## src/hdl/sensor_phase_pkg.sv

```systemverilog
// shared widths, register map, command codes and FSM states for the sensor front end
// single clock domain on gclk_idata, APB register offsets are 4-bit byte addresses
package sensor_phase_pkg;

  // widths with a meaning
  typedef logic [11:0] raw_pix_t;   // sensor pixel as sampled from the pins
  typedef logic [13:0] pix_t;       // packed output word
  typedef logic [2:0]  phase_t;     // sync delay relative to data, in cycles
  typedef logic [13:0] line_len_t;  // programmed line length in pixels
  typedef logic [7:0]  holdoff_t;   // frame-start holdoff count
  typedef logic [3:0]  apb_addr_t;
  typedef logic [31:0] apb_data_t;

  typedef enum logic [1:0] {
    mode_10 = 2'd0,  // upper ten bits only
    mode_12 = 2'd1,  // all twelve bits
    mode_14 = 2'd2   // twelve bits plus raw vact/hact
  } pix_mode_t;

  typedef enum logic [1:0] {
    st_idle   = 2'd0,
    st_follow = 2'd1,  // o_shact tracks delayed hact
    st_regen  = 2'd2   // o_shact timed by line length
  } line_state_t;

  typedef enum logic [1:0] {
    cmd_nop   = 2'd0,
    cmd_inc   = 2'd1,
    cmd_dec   = 2'd2,
    cmd_reset = 2'd3
  } phase_cmd_t;

  // control fields held by the register block
  typedef struct packed {
    pix_mode_t pix_mode;
    logic      hact_regen;  // when set the line is regenerated from hact_length
    logic      en_svact;    // frame-start pulse enable
    phase_t    phase;
    line_len_t hact_length;
  } ctrl_t;

  typedef struct packed {
    logic hact;
    logic vact;
  } sync_t;

  localparam apb_addr_t addr_phase  = 4'h0;
  localparam apb_addr_t addr_mode   = 4'h4;
  localparam apb_addr_t addr_length = 4'h8;

  localparam int min_vact_period = 130;  // must fit holdoff_t
  localparam int delay_taps      = 8;    // one tap per phase value

endpackage

```

## src/hdl/line_fsm.sv

```systemverilog
// o_shact is one register after the delayed sync, so it keeps the delay line latency
// regeneration is chosen at line start only, a running line is never cut short
`timescale 1ns/100ps

module line_fsm (
  input  logic                    i_gclk_idata,
  input  logic                    i_reset_rq,
  input  sensor_phase_pkg::sync_t i_sync,       // from the delay line
  input  logic                    i_hact_regen,
  input  logic                    i_en_svact,
  input  logic                    i_line_done,  // last regenerated cycle
  input  logic                    i_holdoff_ok,
  output logic                    o_shact,
  output logic                    o_svact,
  output logic                    o_line_load,
  output logic                    o_frame_start
);

  sensor_phase_pkg::line_state_t state_q;
  sensor_phase_pkg::line_state_t state_d;
  logic                          hact_d;  // previous delayed hact
  logic                          vact_d;
  logic                          hact_rise;
  logic                          vact_rise;

  assign hact_rise = i_sync.hact && !hact_d;
  assign vact_rise = i_sync.vact && !vact_d;

  always_comb begin
    state_d     = state_q;
    o_line_load = 1'b0;
    case (state_q)
      sensor_phase_pkg::st_idle: begin
        if (hact_rise) begin
          if (i_hact_regen) begin
            state_d     = sensor_phase_pkg::st_regen;
            o_line_load = 1'b1;  // counter runs from the next cycle
          end else begin
            state_d = sensor_phase_pkg::st_follow;
          end
        end
      end
      sensor_phase_pkg::st_follow: if (!i_sync.hact) state_d = sensor_phase_pkg::st_idle;
      sensor_phase_pkg::st_regen:  if (i_line_done) state_d = sensor_phase_pkg::st_idle;
      default:                     state_d = sensor_phase_pkg::st_idle;
    endcase
  end

  // frame start needs the enable and an expired holdoff
  assign o_frame_start = vact_rise && i_en_svact && i_holdoff_ok;

  always_ff @(posedge i_gclk_idata or posedge i_reset_rq) begin
    if (i_reset_rq) begin
      state_q <= sensor_phase_pkg::st_idle;
      hact_d  <= 1'b0;
      vact_d  <= 1'b0;
      o_svact <= 1'b0;
    end else begin
      state_q <= state_d;
      hact_d  <= i_sync.hact;
      vact_d  <= i_sync.vact;
      o_svact <= o_frame_start;  // single cycle, same latency as o_shact
    end
  end

  assign o_shact = (state_q != sensor_phase_pkg::st_idle);

endmodule

```

## src/hdl/line_timer.sv

```systemverilog
// line length 0 runs as 1, holdoff reads expired after reset
// holdoff spaces o_svact pulses by at least min_vact_period cycles
`timescale 1ns/100ps

module line_timer (
  input  logic                        i_gclk_idata,
  input  logic                        i_reset_rq,
  input  logic                        i_line_load,
  input  sensor_phase_pkg::line_len_t i_hact_length,
  input  logic                        i_frame_start,
  output logic                        o_line_done,
  output logic                        o_holdoff_ok
);

  sensor_phase_pkg::line_len_t line_cnt_q;  // remaining cycles, 0 when stopped
  sensor_phase_pkg::holdoff_t  hold_cnt_q;  // 0 means a new frame may start

  // line counter holds the length in the first active cycle
  always_ff @(posedge i_gclk_idata or posedge i_reset_rq) begin
    if (i_reset_rq) begin
      line_cnt_q <= '0;
    end else if (i_line_load) begin
      if (i_hact_length == '0) line_cnt_q <= 14'd1;
      else                     line_cnt_q <= i_hact_length;
    end else if (line_cnt_q != '0) begin
      line_cnt_q <= line_cnt_q - 14'd1;
    end
  end

  assign o_line_done = (line_cnt_q == 14'd1);  // last active cycle

  // strobe is one cycle ahead of o_svact, hence the reload of period - 1
  always_ff @(posedge i_gclk_idata or posedge i_reset_rq) begin
    if (i_reset_rq) begin
      hold_cnt_q <= '0;
    end else if (i_frame_start) begin
      hold_cnt_q <= sensor_phase_pkg::holdoff_t'(sensor_phase_pkg::min_vact_period - 1);
    end else if (hold_cnt_q != '0) begin
      hold_cnt_q <= hold_cnt_q - 8'd1;
    end
  end

  assign o_holdoff_ok = (hold_cnt_q == '0);

endmodule

```

## src/hdl/phase_regs.sv

```systemverilog
// APB slave without wait states, writes land at the end of the access cycle
// unmapped offsets answer with pslverr and are ignored on write, read back as 0
`timescale 1ns/100ps

module phase_regs (
  input  logic                        i_gclk_idata,
  input  logic                        i_reset_rq,
  input  logic                        i_psel,
  input  logic                        i_penable,
  input  logic                        i_pwrite,
  input  sensor_phase_pkg::apb_addr_t i_paddr,
  input  sensor_phase_pkg::apb_data_t i_pwdata,
  output sensor_phase_pkg::apb_data_t o_prdata,
  output logic                        o_pready,
  output logic                        o_pslverr,
  output sensor_phase_pkg::ctrl_t     o_ctrl
);

  logic                          access;   // second cycle of a transfer
  logic                          addr_ok;
  logic                          wr_en;
  sensor_phase_pkg::phase_cmd_t  cmd;

  assign access  = i_psel && i_penable;
  assign addr_ok = (i_paddr == sensor_phase_pkg::addr_phase) ||
                   (i_paddr == sensor_phase_pkg::addr_mode) ||
                   (i_paddr == sensor_phase_pkg::addr_length);
  assign wr_en   = access && i_pwrite && addr_ok;
  assign cmd     = sensor_phase_pkg::phase_cmd_t'(i_pwdata[1:0]);  // low bits only

  assign o_pready  = 1'b1;                // never stalls
  assign o_pslverr = access && !addr_ok;

  always_ff @(posedge i_gclk_idata or posedge i_reset_rq) begin
    if (i_reset_rq) begin
      o_ctrl <= '0;  // phase 0, mode_10, regen and svact off, length 0
    end else if (wr_en) begin
      case (i_paddr)
        sensor_phase_pkg::addr_phase: begin
          case (cmd)
            sensor_phase_pkg::cmd_inc:   o_ctrl.phase <= o_ctrl.phase + 3'd1;  // wraps 7 -> 0
            sensor_phase_pkg::cmd_dec:   o_ctrl.phase <= o_ctrl.phase - 3'd1;  // wraps 0 -> 7
            sensor_phase_pkg::cmd_reset: o_ctrl.phase <= '0;
            default:                     o_ctrl.phase <= o_ctrl.phase;         // nop
          endcase
        end
        sensor_phase_pkg::addr_mode: begin
          o_ctrl.pix_mode   <= sensor_phase_pkg::pix_mode_t'(i_pwdata[1:0]);
          o_ctrl.hact_regen <= i_pwdata[2];
          o_ctrl.en_svact   <= i_pwdata[3];
        end
        default: o_ctrl.hact_length <= i_pwdata[13:0];  // only addr_length is left
      endcase
    end
  end

  // unused read bits stay zero
  always_comb begin
    o_prdata = '0;
    case (i_paddr)
      sensor_phase_pkg::addr_phase: o_prdata[2:0] = o_ctrl.phase;
      sensor_phase_pkg::addr_mode: begin
        o_prdata[1:0] = o_ctrl.pix_mode;
        o_prdata[2]   = o_ctrl.hact_regen;
        o_prdata[3]   = o_ctrl.en_svact;
      end
      sensor_phase_pkg::addr_length: o_prdata[13:0] = o_ctrl.hact_length;
      default: o_prdata = '0;
    endcase
  end

endmodule

```

## src/hdl/pixel_packer.sv

```systemverilog
// three register stages from pins to o_sdo, latency does not depend on mode
// an unknown mode code packs as 10-bit
`timescale 1ns/100ps

module pixel_packer (
  input  logic                        i_gclk_idata,
  input  logic                        i_reset_rq,
  input  sensor_phase_pkg::raw_pix_t  i_di,
  input  sensor_phase_pkg::sync_t     i_sync,     // raw pins, same sample as i_di
  input  sensor_phase_pkg::pix_mode_t i_pix_mode,
  output sensor_phase_pkg::pix_t      o_sdo
);

  sensor_phase_pkg::raw_pix_t di_q;    // stage 1
  sensor_phase_pkg::sync_t    sync_q;  // stage 1, raw sync for 14-bit mode
  sensor_phase_pkg::pix_t     pack_q;  // stage 2

  always_ff @(posedge i_gclk_idata or posedge i_reset_rq) begin
    if (i_reset_rq) begin
      di_q   <= '0;
      sync_q <= '0;
      pack_q <= '0;
      o_sdo  <= '0;
    end else begin
      di_q   <= i_di;
      sync_q <= i_sync;
      case (i_pix_mode)
        sensor_phase_pkg::mode_12: pack_q <= {di_q, 2'b00};
        sensor_phase_pkg::mode_14: pack_q <= {di_q, sync_q.vact, sync_q.hact};  // vact above hact
        default:                   pack_q <= {di_q[11:2], 4'h0};  // drop two lsbs
      endcase
      o_sdo  <= pack_q;  // stage 3
    end
  end

endmodule

```

## src/hdl/sensor_phase_top.sv

```systemverilog
// sensor front end on one clock, data latency 3, sync latency 3 plus phase
// output data is valid on every cycle, there is no back-pressure
`timescale 1ns/100ps

module sensor_phase_top (
  input  logic                        i_gclk_idata,
  input  logic                        i_reset_rq,
  input  logic                        i_psel,
  input  logic                        i_penable,
  input  logic                        i_pwrite,
  input  sensor_phase_pkg::apb_addr_t i_paddr,
  input  sensor_phase_pkg::apb_data_t i_pwdata,
  output sensor_phase_pkg::apb_data_t o_prdata,
  output logic                        o_pready,
  output logic                        o_pslverr,
  input  logic                        i_hact,
  input  logic                        i_vact,
  input  sensor_phase_pkg::raw_pix_t  i_di,
  output logic                        o_shact,
  output logic                        o_svact,
  output sensor_phase_pkg::pix_t      o_sdo
);

  sensor_phase_pkg::ctrl_t ctrl;
  sensor_phase_pkg::sync_t raw_sync;  // pins as a struct
  sensor_phase_pkg::sync_t dly_sync;  // after the phase delay
  logic                    line_load;
  logic                    line_done;
  logic                    frame_start;
  logic                    holdoff_ok;

  assign raw_sync.hact = i_hact;
  assign raw_sync.vact = i_vact;

  phase_regs phase_regs_inst (
    .i_gclk_idata (i_gclk_idata),
    .i_reset_rq   (i_reset_rq),
    .i_psel       (i_psel),
    .i_penable    (i_penable),
    .i_pwrite     (i_pwrite),
    .i_paddr      (i_paddr),
    .i_pwdata     (i_pwdata),
    .o_prdata     (o_prdata),
    .o_pready     (o_pready),
    .o_pslverr    (o_pslverr),
    .o_ctrl       (ctrl)
  );

  sync_delay_line sync_delay_line_inst (
    .i_gclk_idata (i_gclk_idata),
    .i_reset_rq   (i_reset_rq),
    .i_sync       (raw_sync),
    .i_phase      (ctrl.phase),
    .o_sync       (dly_sync)
  );

  pixel_packer pixel_packer_inst (
    .i_gclk_idata (i_gclk_idata),
    .i_reset_rq   (i_reset_rq),
    .i_di         (i_di),
    .i_sync       (raw_sync),
    .i_pix_mode   (ctrl.pix_mode),
    .o_sdo        (o_sdo)
  );

  line_fsm line_fsm_inst (
    .i_gclk_idata  (i_gclk_idata),
    .i_reset_rq    (i_reset_rq),
    .i_sync        (dly_sync),
    .i_hact_regen  (ctrl.hact_regen),
    .i_en_svact    (ctrl.en_svact),
    .i_line_done   (line_done),
    .i_holdoff_ok  (holdoff_ok),
    .o_shact       (o_shact),
    .o_svact       (o_svact),
    .o_line_load   (line_load),
    .o_frame_start (frame_start)
  );

  line_timer line_timer_inst (
    .i_gclk_idata  (i_gclk_idata),
    .i_reset_rq    (i_reset_rq),
    .i_line_load   (line_load),
    .i_hact_length (ctrl.hact_length),
    .i_frame_start (frame_start),
    .o_line_done   (line_done),
    .o_holdoff_ok  (holdoff_ok)
  );

endmodule

```

## src/hdl/sync_delay_line.sv

```systemverilog
// phase 0 gives two registers from pins to o_sync, each phase step adds one cycle
// a phase change is picked up one cycle after the register write
`timescale 1ns/100ps

module sync_delay_line (
  input  logic                     i_gclk_idata,
  input  logic                     i_reset_rq,
  input  sensor_phase_pkg::sync_t  i_sync,   // raw hact/vact pins
  input  sensor_phase_pkg::phase_t i_phase,
  output sensor_phase_pkg::sync_t  o_sync    // delayed, registered
);

  sensor_phase_pkg::sync_t  taps_q [sensor_phase_pkg::delay_taps];  // taps_q[0] is the pin register
  sensor_phase_pkg::phase_t phase_q;                                // local copy of the select

  always_ff @(posedge i_gclk_idata or posedge i_reset_rq) begin
    if (i_reset_rq) begin
      phase_q <= '0;
      for (int i = 0; i < sensor_phase_pkg::delay_taps; i++) begin
        taps_q[i] <= '0;
      end
    end else begin
      phase_q   <= i_phase;
      taps_q[0] <= i_sync;  // sample the pins
      for (int i = 1; i < sensor_phase_pkg::delay_taps; i++) begin
        taps_q[i] <= taps_q[i-1];  // one cycle per stage
      end
    end
  end

  // selected tap goes through one more register
  always_ff @(posedge i_gclk_idata or posedge i_reset_rq) begin
    if (i_reset_rq) begin
      o_sync <= '0;
    end else begin
      o_sync <= taps_q[phase_q];
    end
  end

endmodule

```

## config.mk

```make
export PLATFORM = sky130hd
export DESIGN_NAME = sensor_phase_top
export DESIGN_NICKNAME = d
export VERILOG_FILES = /design/src/hdl/sensor_phase_pkg.sv /design/src/hdl/line_fsm.sv /design/src/hdl/line_timer.sv /design/src/hdl/phase_regs.sv /design/src/hdl/pixel_packer.sv /design/src/hdl/sensor_phase_top.sv /design/src/hdl/sync_delay_line.sv
export SDC_FILE = /design/constraint.sdc
export NUM_CORES = 1
export LEC_CHECK = 0
export ABC_AREA = 1
export BUFFER_PORTS_ARGS = -buffer_cell sky130_fd_sc_hd__buf_2
export CORE_MARGIN = 3
export CORE_UTILIZATION = 40
export CTS_CLUSTER_SIZE = 20
export DETAILED_ROUTE_END_ITERATION = 16
export MAX_ROUTING_LAYER = met4
export PLACE_DENSITY = 0.63
export SLEW_MARGIN = 20
export SYNTH_ARGS = -nofsm -noshare
export SYNTH_HDL_FRONTEND = slang
export SYNTH_SLANG_ARGS = --single-unit
export TNS_END_PERCENT = 1
```

## constraint.sdc

```tcl
create_clock -name i_gclk_idata -period 3.1 [get_ports i_gclk_idata]
set_input_delay 0.31 -clock i_gclk_idata [delete_from_list [all_inputs] [get_ports i_gclk_idata]]
set_output_delay 0.31 -clock i_gclk_idata [all_outputs]
set_load 0.01 [all_outputs]
```

==> run_results.csv <==
group,metric,value,unit
cts,clk_latency,0.35,ns
detailed_routing,drt-initial-drc-count,238,
global_route,antenna_found_initial,0,
cts,cts_setup_buffers,0,
worst_setup_path,arrival,1.52,ns
cells_and_area,seq_area,2728,µm²
cts,cts_resized,0,
cts,clock_sinks,109,
sta,slew_headroom,44.27,%
cts,cts_tree,"done",
die,die_x,115.1,µm
cts,cts_hold_repair.buffers,0,
cts,cts_buffers,9,
cts,cts_root_buf,"clkbuf_16",
cells_and_area,final_cells,734,
logic_synthesis,synth_top_area_share,57.31,%
pwr,seq_power_share,47.0,%
pwr,total_leakage_power,0.002878,µW
die,die_area,13240,µm²
sta,whs,0.05652,ns
global_route,gr-total-overflow,0,
die,die_height,115.1,µm
placement,dp_hpwl,6128,µm
logic_synthesis,yosys.area.top_type,"dfrtp_1",
placement,port_buffers,67,
placement,post-place-ws,1.302,ns
pwr,sw_frac_of_total,34.76,%
sta,rsz0062_at_grt,"false",
sta,fin_crit,1.829,ns
sta,finalHoldViolations,0,
pwr,p_switching,1402,µW
outcome,status,"complete, no violations",
cells_and_area,final_common_cell,"dfrtp_1",
sta,period_share,59.01,%
cells_and_area,drive_gt1_share,22.84,%
pwr,power_frac_comb,24.1,%
logic_synthesis,yosysWarnings,0,
pwr,clock_power_share,28.8,%
pwr,p_int,2632,µW
sta,max_freq,546.7,MHz
cts,clk_path_buf_depth,2,
worst_setup_path,crit_type,"primary input to output port",
worst_setup_path,startpoint_type,"primary input",
cells_and_area,num_antenna_cells,0,
global_route,grt_pass1_vias,3231,
cells_and_area,final_nets,647,
cts,path_clk_slew,0.08,ns
global_route,grt_pass1_wl,14500,µm
sta,tightest_slew,0.8342,ns
worst_setup_path,crit_required,2.79,ns
sta,slew_violations,0,
sta,finalSetupViolations,0,
sta,fin_ws,1.271,ns
cells_and_area,layout_common_cells,"dfrtp_1 (109), nand2_1 (94), inv_1 (75)",
sta,skew,0.008371,ns
global_route,grt_max_degree,71,
global_route,grt.total_usage,14.15,%
detailed_routing,drt_wl_total,8404,µm
cells_and_area,multi_input_area,1574,µm²
logic_synthesis,synth_cell_types,33,
detailed_routing,first_pass_iters,4,
detailed_routing,vias,3370,
detailed_routing,ant_nets,0,
pwr,ir_drop,0.3167,mV
min_path,holdCritPathClass,"primary input to register",
logic_synthesis,netlist_area,4760,µm²
logic_synthesis,netlist_top_cells_area,"dfrtp_1 (57%), nand2_1 (7.4%), inv_1 (6.0%)",
cts,ctsHtreeMaxLevel,3,
placement,gp_congestion,0.8544,
die,start_util,41.33,%
logic_synthesis,yosys_register_bits,109,
placement,dp.cells,718,
worst_setup_path,end_kind,"output port",
cells_and_area,nFillCells,1095,
logic_synthesis,synthCells,516,
die,core_area,11520,µm²
detailed_routing,drc,0,
detailed_routing,wl_per_cell,11.45,µm
die,rows,39,
logic_synthesis,synth_area_per_cell,9.224,µm²
die,io_pins,105,
job,maxCapViolations,0,
cells_and_area,synthToLayoutAreaGrowth,15.09,%
pwr,pwr_density_cell,736.5,nW/µm²
logic_synthesis,yosysSeqAreaShare,57.31,%
sta,setup_tns,0,ns
detailed_routing,detail_route.vias_per_cell,4.591,
worst_setup_path,cp_max_fo,13,
-- per-layer routing --
layer | track usage, % | share of wire (%)
met4 | 5.399 | 2.2
met1 | 17.66 | 45
met3 | 4.053 | 4.2
met5 | - | 0
met2 | 21.91 | 48
-- Yosys cell counts (all sizes together) --
library cell	count
nor3b	2
o21ai	49
xnor2	1
dfrtp	109
nor2	76
nand2	101
o211ai	1
inv	87
clkbuf	1
nor3	2
a21oi	7
nand4	3
o21bai	1
ha	5
nand3	36
o31ai	1
fa	1
buf	25
conb	2
xor2	2
o221ai	3
o22ai	1
-- state kept, by name, summed over array words and instances, names as in the netlist --
name,flops
phase_regs_inst.o_ctrl,21
line_timer_inst.line_cnt_q,14
pixel_packer_inst.o_sdo,14
pixel_packer_inst.pack_q,14
sync_delay_line_inst.taps_q,14
pixel_packer_inst.di_q,12
line_timer_inst.hold_cnt_q,8
sync_delay_line_inst.phase_q,3
line_fsm_inst.state_q,2
pixel_packer_inst.sync_q,2
sync_delay_line_inst.o_sync,2
line_fsm_inst.hact_d,1
line_fsm_inst.o_svact,1
line_fsm_inst.vact_d,1
-- metrics by stage --
stage | cell area [µm²] | power (µW) | utilization (%)
floorplan | 4827 | 2682 | -
global placement | 5166 | 2862 | 44.86
detailed placement | 5166 | 2903 | 44.86
CTS | 5478 | 4083 | 47.57
global route | 5478 | 4354 | 47.57
finish | 5478 | 4034 | 47.57
-- worst paths after layout --
path,startpoint,end,slack [ns],cells after the start
setup reg to reg,line_fsm_inst.state_q[0]$_DFFE_PP0P_,line_timer_inst.line_cnt_q[1]$_DFFE_PP0P_,1.32,6
hold / removal,i_di[2],pixel_packer_inst.di_q[2]$_DFF_PP0_,0.06,1
max in group asynchronous,i_reset_rq,line_fsm_inst.state_q[1]$_DFFE_PP0P_,2.18,3
hold reg to reg,pixel_packer_inst.di_q[9]$_DFF_PP0_,pixel_packer_inst.pack_q[11]$_DFF_PP0_,0.34,0
setup / recovery,i_paddr[1],o_prdata[2],1.27,5
min in group asynchronous,i_reset_rq,pixel_packer_inst.pack_q[11]$_DFF_PP0_,0.11,2
-- cells by family after synthesis --
family	share of synthesized area, %
AOI/OAI and AO/OA	8.228
xor gates and xnor gates	0.5522
adders and majority gates	1.735
buffers and inverters	10.96
DFF	57.31
other	0.1578
and+or+nand+nor	21.06
-- cell type report --
cell class | count | area share (%)
Clock inverter | 7 | 1.576
Tap cell | 143 | 3.266
Inverter | 87 | 6.030
Clock buffer | 9 | 4.111
Sequential cell | 109 | 49.79
Timing Repair Buffer | 68 | 6.487
Multi-Input combinational cell | 311 | 28.73
-- critical path: stages --
cell and delay (ns):
buf_2 0.11, nor2_4 0.15, nand3_1 0.39, o221ai_1 0.38
buf_2 0.18
-- power groups by stage --
stage	Combinational, µW	Clock (µW)	Sequential [µW]
final	974	1160	1900
after global routing	1150	1260	1940
after CTS	985	1200	1900
after detailed placement	979	0	1920
after global placement	948	0	1910
after floorplan	813	0	1870
Power figures use the tool's default switching activity.
